## src/periph_pkg.sv

```systemverilog
// ---------------------------------------------------------------------
// Peripheral bus definitions
// Bus word types, the region map and the timer register layout
// ---------------------------------------------------------------------
package periph_pkg;

    typedef logic [31:0] addr_t;
    typedef logic [31:0] data_t;

    typedef enum logic [1:0] {
        region_plic,
        region_timer,
        region_none
    } region_t;

    // Region map, one region per value of the top address byte
    localparam addr_t PlicBase  = 32'h0C00_0000;
    localparam addr_t TimerBase = 32'h1800_0000;
    localparam int    RegionMsb = 31;
    localparam int    RegionLsb = 24;

    // Read data returned for unmapped space
    localparam data_t ErrData = 32'hDEAD_BEEF;

    // Timer channels and their register offsets
    localparam int TimerCount   = 2;
    localparam int TimerStride  = 'h10;
    localparam int TimerCntOff  = 'h0;
    localparam int TimerCtrlOff = 'h4;
    localparam int TimerCmpOff  = 'h8;

endpackage

```

## src/irq_pkg.sv

```systemverilog
// ---------------------------------------------------------------------
// Interrupt definitions
// Source and target counts, priority types and the PLIC register map
// ---------------------------------------------------------------------
package irq_pkg;

    localparam int NumSources  = 4;
    localparam int NumExt      = 2;
    localparam int NumTargets  = 2;
    localparam int MaxPriority = 7;
    localparam int PrioWidth   = $clog2(MaxPriority + 1);

    // Source indices, claim id is index + 1
    localparam int SrcExt0   = 0;
    localparam int SrcExt1   = 1;
    localparam int SrcTimer0 = 2;
    localparam int SrcTimer1 = 3;

    typedef logic [PrioWidth-1:0]              prio_t;
    typedef logic [$clog2(NumSources+1)-1:0]   src_id_t;
    typedef logic [NumSources-1:0]             src_vec_t;
    typedef logic [NumTargets-1:0]             target_vec_t;

    // PLIC register offsets within the region
    localparam int PrioOff      = 'h0000;
    localparam int PrioStride   = 4;
    localparam int PendingOff   = 'h1000;
    localparam int EnableOff    = 'h2000;
    localparam int EnableStride = 'h80;
    localparam int ThreshOff    = 'h20_0000;
    localparam int ThreshStride = 'h1000;
    localparam int ClaimOff     = ThreshOff + 4;

endpackage

```

## src/periph_decoder.sv

```systemverilog
// ---------------------------------------------------------------------
// Peripheral address decoder
// Selects a slave from the region field, muxes read data back and
// answers unmapped space with an error response
// ---------------------------------------------------------------------
`timescale 1ns/100ps

module periph_decoder (
    input  logic              psel_i,
    input  logic              penable_i,
    input  periph_pkg::addr_t paddr_i,
    input  periph_pkg::data_t plic_rdata_i,
    input  periph_pkg::data_t timer_rdata_i,
    output logic              plic_sel_o,
    output logic              timer_sel_o,
    output periph_pkg::data_t prdata_o,
    output logic              pready_o,
    output logic              pslverr_o
);

    logic [periph_pkg::RegionMsb:periph_pkg::RegionLsb] region_field;
    periph_pkg::region_t region;
    logic access;

    assign region_field = paddr_i[periph_pkg::RegionMsb:periph_pkg::RegionLsb];

    always_comb begin
        if (region_field == (periph_pkg::PlicBase >> periph_pkg::RegionLsb)) begin
            region = periph_pkg::region_plic;
        end else if (region_field == (periph_pkg::TimerBase >> periph_pkg::RegionLsb)) begin
            region = periph_pkg::region_timer;
        end else begin
            region = periph_pkg::region_none;
        end
    end

    // No wait states, every access phase completes
    assign access   = psel_i & penable_i;
    assign pready_o = access;

    assign plic_sel_o  = psel_i & (region == periph_pkg::region_plic);
    assign timer_sel_o = psel_i & (region == periph_pkg::region_timer);
    assign pslverr_o   = access & (region == periph_pkg::region_none);

    always_comb begin
        case (region)
            periph_pkg::region_plic:  prdata_o = plic_rdata_i;
            periph_pkg::region_timer: prdata_o = timer_rdata_i;
            default:                  prdata_o = periph_pkg::ErrData;
        endcase
    end

endmodule

```

## src/periph_timer.sv

```systemverilog
// ---------------------------------------------------------------------
// Compare timer
// Free running counters that wrap on a compare match and pulse one
// interrupt per channel
// ---------------------------------------------------------------------
`timescale 1ns/100ps

module periph_timer (
    input  logic                                clk_i,
    input  logic                                reset_i,
    input  logic                                sel_i,
    input  logic                                penable_i,
    input  logic                                pwrite_i,
    input  periph_pkg::addr_t                   paddr_i,
    input  periph_pkg::data_t                   pwdata_i,
    output periph_pkg::data_t                   rdata_o,
    output logic [periph_pkg::TimerCount-1:0]   timer_irq_o
);

    logic [periph_pkg::RegionLsb-1:0] reg_off;
    logic wr_en;
    periph_pkg::data_t [periph_pkg::TimerCount-1:0] cnt_q;
    periph_pkg::data_t [periph_pkg::TimerCount-1:0] cmp_q;
    logic [periph_pkg::TimerCount-1:0] en_q;
    logic [periph_pkg::TimerCount-1:0] match;

    assign reg_off = paddr_i[periph_pkg::RegionLsb-1:0];
    assign wr_en   = sel_i & penable_i & pwrite_i;

    // Match only counts while the channel runs
    always_comb begin
        for (int ch = 0; ch < periph_pkg::TimerCount; ch++) begin
            match[ch] = en_q[ch] & (cnt_q[ch] == cmp_q[ch]);
        end
    end

    assign timer_irq_o = match;

    always_ff @(posedge clk_i) begin
        if (reset_i) begin
            cnt_q <= '0;
            cmp_q <= '0;
            en_q  <= '0;
        end else begin
            for (int ch = 0; ch < periph_pkg::TimerCount; ch++) begin
                // Preset from the bus wins over counting
                if (wr_en && reg_off == ch * periph_pkg::TimerStride + periph_pkg::TimerCntOff) begin
                    cnt_q[ch] <= pwdata_i;
                end else if (match[ch]) begin
                    cnt_q[ch] <= '0;
                end else if (en_q[ch]) begin
                    cnt_q[ch] <= cnt_q[ch] + 1'b1;
                end
                if (wr_en && reg_off == ch * periph_pkg::TimerStride + periph_pkg::TimerCtrlOff) begin
                    en_q[ch] <= pwdata_i[0];
                end
                if (wr_en && reg_off == ch * periph_pkg::TimerStride + periph_pkg::TimerCmpOff) begin
                    cmp_q[ch] <= pwdata_i;
                end
            end
        end
    end

    // Register readback
    always_comb begin
        rdata_o = '0;
        for (int ch = 0; ch < periph_pkg::TimerCount; ch++) begin
            if (reg_off == ch * periph_pkg::TimerStride + periph_pkg::TimerCntOff) begin
                rdata_o = cnt_q[ch];
            end
            if (reg_off == ch * periph_pkg::TimerStride + periph_pkg::TimerCtrlOff) begin
                rdata_o = periph_pkg::data_t'(en_q[ch]);
            end
            if (reg_off == ch * periph_pkg::TimerStride + periph_pkg::TimerCmpOff) begin
                rdata_o = cmp_q[ch];
            end
        end
    end

endmodule

```

## src/periph_plic.sv

```systemverilog
// ---------------------------------------------------------------------
// Platform interrupt controller
// Level gateways, per source priority, per target enable and threshold,
// claim and complete through the claim register
// ---------------------------------------------------------------------
`timescale 1ns/100ps

module periph_plic (
    input  logic                 clk_i,
    input  logic                 reset_i,
    input  logic                 sel_i,
    input  logic                 penable_i,
    input  logic                 pwrite_i,
    input  periph_pkg::addr_t    paddr_i,
    input  periph_pkg::data_t    pwdata_i,
    input  irq_pkg::src_vec_t    irq_sources_i,
    output periph_pkg::data_t    rdata_o,
    output irq_pkg::target_vec_t irq_o
);

    logic [periph_pkg::RegionLsb-1:0] reg_off;
    logic wr_en;
    logic rd_en;

    irq_pkg::prio_t    [irq_pkg::NumSources-1:0] prio_q;
    irq_pkg::src_vec_t [irq_pkg::NumTargets-1:0] enable_q;
    irq_pkg::prio_t    [irq_pkg::NumTargets-1:0] thresh_q;
    irq_pkg::src_vec_t pending_q;
    irq_pkg::src_vec_t pending_d;
    irq_pkg::src_vec_t in_service_q;
    irq_pkg::src_vec_t in_service_d;
    irq_pkg::src_id_t  [irq_pkg::NumTargets-1:0] best_id;
    irq_pkg::target_vec_t claim_hit;

    assign reg_off = paddr_i[periph_pkg::RegionLsb-1:0];
    assign wr_en   = sel_i & penable_i & pwrite_i;
    assign rd_en   = sel_i & penable_i & ~pwrite_i;

    always_comb begin
        for (int t = 0; t < irq_pkg::NumTargets; t++) begin
            claim_hit[t] = (reg_off == irq_pkg::ClaimOff + irq_pkg::ThreshStride * t);
        end
    end

    // ------------------------------------------------------------------
    // Best candidate per target, ties go to the lowest id
    // ------------------------------------------------------------------
    always_comb begin
        irq_pkg::prio_t best_prio;
        best_id   = '0;
        best_prio = '0;
        for (int t = 0; t < irq_pkg::NumTargets; t++) begin
            best_prio = thresh_q[t];
            for (int s = 0; s < irq_pkg::NumSources; s++) begin
                if (pending_q[s] && enable_q[t][s] && prio_q[s] > best_prio) begin
                    best_prio  = prio_q[s];
                    best_id[t] = irq_pkg::src_id_t'(s + 1);
                end
            end
            irq_o[t] = (best_id[t] != '0);
        end
    end

    // ------------------------------------------------------------------
    // Gateways, claim and complete
    // ------------------------------------------------------------------
    always_comb begin
        pending_d    = pending_q;
        in_service_d = in_service_q;
        for (int s = 0; s < irq_pkg::NumSources; s++) begin
            if (irq_sources_i[s] && !pending_q[s] && !in_service_q[s]) begin
                pending_d[s] = 1'b1;
            end
            for (int t = 0; t < irq_pkg::NumTargets; t++) begin
                if (rd_en && claim_hit[t] && best_id[t] == s + 1) begin
                    pending_d[s]    = 1'b0;
                    in_service_d[s] = 1'b1;
                end
                if (wr_en && claim_hit[t] && pwdata_i == s + 1) begin
                    in_service_d[s] = 1'b0;
                end
            end
        end
    end

    always_ff @(posedge clk_i) begin
        if (reset_i) begin
            prio_q       <= '0;
            enable_q     <= '0;
            thresh_q     <= '0;
            pending_q    <= '0;
            in_service_q <= '0;
        end else begin
            pending_q    <= pending_d;
            in_service_q <= in_service_d;
            if (wr_en) begin
                for (int s = 0; s < irq_pkg::NumSources; s++) begin
                    if (reg_off == irq_pkg::PrioOff + irq_pkg::PrioStride * s) begin
                        prio_q[s] <= pwdata_i[irq_pkg::PrioWidth-1:0];
                    end
                end
                for (int t = 0; t < irq_pkg::NumTargets; t++) begin
                    if (reg_off == irq_pkg::EnableOff + irq_pkg::EnableStride * t) begin
                        enable_q[t] <= pwdata_i[irq_pkg::NumSources-1:0];
                    end
                    if (reg_off == irq_pkg::ThreshOff + irq_pkg::ThreshStride * t) begin
                        thresh_q[t] <= pwdata_i[irq_pkg::PrioWidth-1:0];
                    end
                end
            end
        end
    end

    // Readback, unmapped offsets return 0
    always_comb begin
        rdata_o = '0;
        for (int s = 0; s < irq_pkg::NumSources; s++) begin
            if (reg_off == irq_pkg::PrioOff + irq_pkg::PrioStride * s) begin
                rdata_o = periph_pkg::data_t'(prio_q[s]);
            end
        end
        if (reg_off == irq_pkg::PendingOff) begin
            rdata_o = periph_pkg::data_t'(pending_q);
        end
        for (int t = 0; t < irq_pkg::NumTargets; t++) begin
            if (reg_off == irq_pkg::EnableOff + irq_pkg::EnableStride * t) begin
                rdata_o = periph_pkg::data_t'(enable_q[t]);
            end
            if (reg_off == irq_pkg::ThreshOff + irq_pkg::ThreshStride * t) begin
                rdata_o = periph_pkg::data_t'(thresh_q[t]);
            end
            if (claim_hit[t]) begin
                rdata_o = periph_pkg::data_t'(best_id[t]);
            end
        end
    end

endmodule

```

## src/periph_subsystem.sv

```systemverilog
// ---------------------------------------------------------------------
// Peripheral subsystem
// Decoder, compare timer and PLIC on one APB register bus
// ---------------------------------------------------------------------
`timescale 1ns/100ps

module periph_subsystem (
    input  logic                         clk_i,
    input  logic                         reset_i,
    input  logic                         psel_i,
    input  logic                         penable_i,
    input  logic                         pwrite_i,
    input  periph_pkg::addr_t            paddr_i,
    input  periph_pkg::data_t            pwdata_i,
    input  logic [irq_pkg::NumExt-1:0]   ext_irq_i,
    output periph_pkg::data_t            prdata_o,
    output logic                         pready_o,
    output logic                         pslverr_o,
    output irq_pkg::target_vec_t         irq_o
);

    logic plic_sel;
    logic timer_sel;
    periph_pkg::data_t plic_rdata;
    periph_pkg::data_t timer_rdata;
    logic [periph_pkg::TimerCount-1:0] timer_irq;
    irq_pkg::src_vec_t irq_sources;

    // Source vector in source index order
    assign irq_sources[irq_pkg::SrcExt0]   = ext_irq_i[0];
    assign irq_sources[irq_pkg::SrcExt1]   = ext_irq_i[1];
    assign irq_sources[irq_pkg::SrcTimer0] = timer_irq[0];
    assign irq_sources[irq_pkg::SrcTimer1] = timer_irq[1];

    periph_decoder i_decoder (
        .psel_i        ( psel_i      ),
        .penable_i     ( penable_i   ),
        .paddr_i       ( paddr_i     ),
        .plic_rdata_i  ( plic_rdata  ),
        .timer_rdata_i ( timer_rdata ),
        .plic_sel_o    ( plic_sel    ),
        .timer_sel_o   ( timer_sel   ),
        .prdata_o      ( prdata_o    ),
        .pready_o      ( pready_o    ),
        .pslverr_o     ( pslverr_o   )
    );

    periph_timer i_timer (
        .clk_i       ( clk_i       ),
        .reset_i     ( reset_i     ),
        .sel_i       ( timer_sel   ),
        .penable_i   ( penable_i   ),
        .pwrite_i    ( pwrite_i    ),
        .paddr_i     ( paddr_i     ),
        .pwdata_i    ( pwdata_i    ),
        .rdata_o     ( timer_rdata ),
        .timer_irq_o ( timer_irq   )
    );

    periph_plic i_plic (
        .clk_i         ( clk_i       ),
        .reset_i       ( reset_i     ),
        .sel_i         ( plic_sel    ),
        .penable_i     ( penable_i   ),
        .pwrite_i      ( pwrite_i    ),
        .paddr_i       ( paddr_i     ),
        .pwdata_i      ( pwdata_i    ),
        .irq_sources_i ( irq_sources ),
        .rdata_o       ( plic_rdata  ),
        .irq_o         ( irq_o       )
    );

endmodule

```

## config.mk

```make
export PLATFORM = sky130hd
export DESIGN_NAME = periph_subsystem
export DESIGN_NICKNAME = d
export VERILOG_FILES = /design/src/periph_pkg.sv /design/src/irq_pkg.sv /design/src/periph_decoder.sv /design/src/periph_timer.sv /design/src/periph_plic.sv /design/src/periph_subsystem.sv
export SDC_FILE = /design/constraint.sdc
export NUM_CORES = 1
export LEC_CHECK = 0
export BUFFER_PORTS_ARGS = -buffer_cell sky130_fd_sc_hd__buf_4
export CAP_MARGIN = 20
export CORE_MARGIN = 2
export CORE_UTILIZATION = 54
export DETAILED_ROUTE_END_ITERATION = 8
export PLACE_DENSITY = 0.77
export SKIP_CTS_REPAIR_TIMING = 1
export SYNTH_ARGS = -nofsm -noshare
export SYNTH_HDL_FRONTEND = slang
export SYNTH_SLANG_ARGS = --single-unit
```

## constraint.sdc

```tcl
create_clock -name clk_i -period 6.7 [get_ports clk_i]
set_input_delay 1.005 -clock clk_i [delete_from_list [all_inputs] [get_ports clk_i]]
set_output_delay 1.005 -clock clk_i [all_outputs]
set_load 0.01 [all_outputs]
```

==> flow_summary.yaml <==
run_status:
  run_status: "finished, violations left"
  violations: "negative setup slack"
synthesis:
  synth_flop_cell: "dfxtp_1"
  synth.distinct_cells: 71
  yosys-top-cells-area: "dfxtp_1 31%, nand2_1 8.7%, xor2_1 7.5%, a21oi_1 6.8%, nor2_1 5.4%"
  ys_seq_area_share_pct: 31.0
  ys_top_cells_by_count: "246 x nand2_1, 164 x dfxtp_1, 151 x nor2_1"
  postSynthAreaPerCell_um2: 7.35
  async_flop_share_pct: 0
  yosys_warnings: 0
  synth_most_common_cell: "nand2_1"
  synth_top_cell_area_share_pct: 31.0
  synth-edff-count: 0
  synth-seq-cells: 164
  synth_fp_nets: 1533
  synthCells: 1438
  synth_area_um2: 10600
  synth_area_leader_cell: "dfxtp_1"
setup_path:
  crit_top_cell: "nor2_2"
  cp-start-kind: "register"
  slowest_stage: "or4_1"
  end_kind: "primary output"
  crit_fanout: 4
  crit_type: "register to primary output"
  slowest_delay_ns: 0.56
  crit_required_ns: 5.69
  worstPathArrival_ns: 6.21
floorplan:
  row_count: 51
  die_x_um: 144
  start_util_pct: 54.7
  core_um2: 19300
  io_pins: 107
  die-area_um2: 20700
  die_h_um: 144
hold_path:
  min_path_type: "register to register"
grt:
  antenna_found_initial: 0
  grt_pass1_vias: 11145
  grt.overflow.total: 0
  grt_max_degree: 97
  grt_use_total_pct: 42.3
  grt_pass1_wl_um: 65400
place:
  placed_cells: 1772
  place_congestion: 1.01
  io_buffers: 106
  dp_hpwl_um: 32200
sta:
  setup_ws_ns: -0.517
  slew_headroom_pct: 24.3
  hold_viol: 0
  fmax_ghz: 0.139
  setup_viol: 4
  drv_slew: 0
  fin_crit_sh_pct: 108
  skew_ns: 0.0140
  worst_slew_pin_slew_ns: 1.13
  period_minus_slack_ns: 7.22
  rsz0062_at_grt: "true"
routing:
  route.detailed.drc: 0
  antenna_left: 0
  routed-via-count: 12011
  wl_per_cell_um: 24.1
  drt_iter0_drc: 1480
  drt_wl_total_um: 43700
  drt_first_pass_iters: 8
  viasPerCell: 6.63
pwr:
  vdd_drop_max_v: 0.000175
  power_mw: 2.11
  leakagePower_nw: 4.72
  p_per_area_nw_per_um2: 167
clocking:
  insertion_delay_ns: 0.45
  cts_max_path_buffers: 2
  cts_tree: "done"
  clock-root-buffer: "clkbuf_16"
  cts.reportedPaths.clkPinSlew_ns: 0.07
  h-tree-depth: 4
  cts_buffers: 17
  cts_sinks: 164
cells_and_area:
  final_cells: 1811
  final_util_pct: 65.2
  diodes: 0
  drive_gt1_share_pct: 16.5
  syn_to_final_growth_pct: 19.3
  fillers: 1720
  fin_nets: 1628
flow_run:
  max_cap_violations: 0
cell type report:
class	instances	area [µm²]	area share [%]
clock buffer	18	429	3.40
clock inverter	14	165	1.31
inverter	34	128	1.01
multi-input combinational	1158	7070	56.0
sequential	164	3290	26.1
tap	265	332	2.63
timing repair buffer	158	1200	9.55
cell usage in the layout, fill, tap and decap left out, types with 6 or more instances in the layout:
cell,instances
a21oi_1,143
a221oi_1,7
a222oi_1,29
a311oi_1,6
a31oi_1,10
and3_1,22
buf_4,153
clkbuf_16,17
dfxtp_1,161
ha_1,18
inv_1,33
mux2_2,7
mux2i_1,16
nand2_1,244
nand2b_1,6
nand3_1,57
nand4_1,30
nor2_1,147
nor2b_1,9
nor3_1,33
nor3b_1,9
nor4_1,39
o2111ai_1,6
o21a_1,7
o21ai_0,51
o21ai_1,7
o22ai_1,13
or3_1,14
or4_1,6
xnor2_1,26
xor2_1,90
metal layers:
layer	GRT usage, %	routed length, µm
met5	0	0
met4	32.2	4310
met3	8.43	4370
met2	69.0	19700
met1	48.7	15300
worst paths after layout:
| kind | from | to | slack (ns) | depth (start not counted) |
|---|---|---|---|---|
| max | i_plic.thresh_q[1] | prdata_o[2] | -0.52 | 28 |
| min | i_plic.in_service_q[0] | i_plic.in_service_q[0] | 0.47 | 1 |
| max reg2reg | i_plic.thresh_q[1] | i_plic.in_service_q[2] | 0.57 | 28 |
| min reg2reg | i_plic.in_service_q[0] | i_plic.in_service_q[0] | 0.47 | 1 |
kinds of logic after synthesis:
logic type               share of synthesized area, %
buffers and inverters                            4.20
multiplexers                                     2.99
XOR/XNOR                                         9.61
AO/OA/AOI/OAI                                    19.1
flip-flops                                       31.0
adder cells (fa/ha/maj)                          2.84
AND/OR/NAND/NOR                                  30.2
stage by stage:
| stage | worst slack [ns] | hold WS [ns] | cell area (µm²) | setup TNS [ns] |
|---|---|---|---|---|
| 5_1_grt | -0.721 | 0.493 | 12600 | -2.41 |
| 6_report | -0.517 | 0.469 | 12600 | -1.66 |
| 3_5_place_dp | -0.194 | 0.457 | 11800 | -0.326 |
| 3_3_place_gp | -0.0393 | 0.447 | 11800 | -0.0393 |
| 2_1_floorplan | 0.136 | 0.440 | 10600 | 0 |
| 4_1_cts | -0.706 | 0.473 | 12400 | -2.11 |
worst max-delay path, delay by kind of cell (launching register included):
kind	cells	cell delay, ns
mux	2	0.63
simple gates	10	1.73
flops	1	0.33
compound gates	10	1.86
buf+inv	2	0.21
fa+ha+maj	4	0.99
flip-flops by register name (all words and copies together) (netlist names):
register / count
i_timer.cmp_q: 64
i_timer.cnt_q: 64
i_plic.prio_q: 12
i_plic.enable_q: 8
i_plic.thresh_q: 6
i_plic.in_service_q: 4
i_plic.pending_q: 4
i_timer.en_q: 2
power by group:
part           internal, mW  total, mW  switching [mW]
clock network         0.531       1.02           0.484
logic                0.0409      0.120          0.0788
registers             0.975      0.976         0.00111
Note: power is estimated with default switching activity, not from simulation.
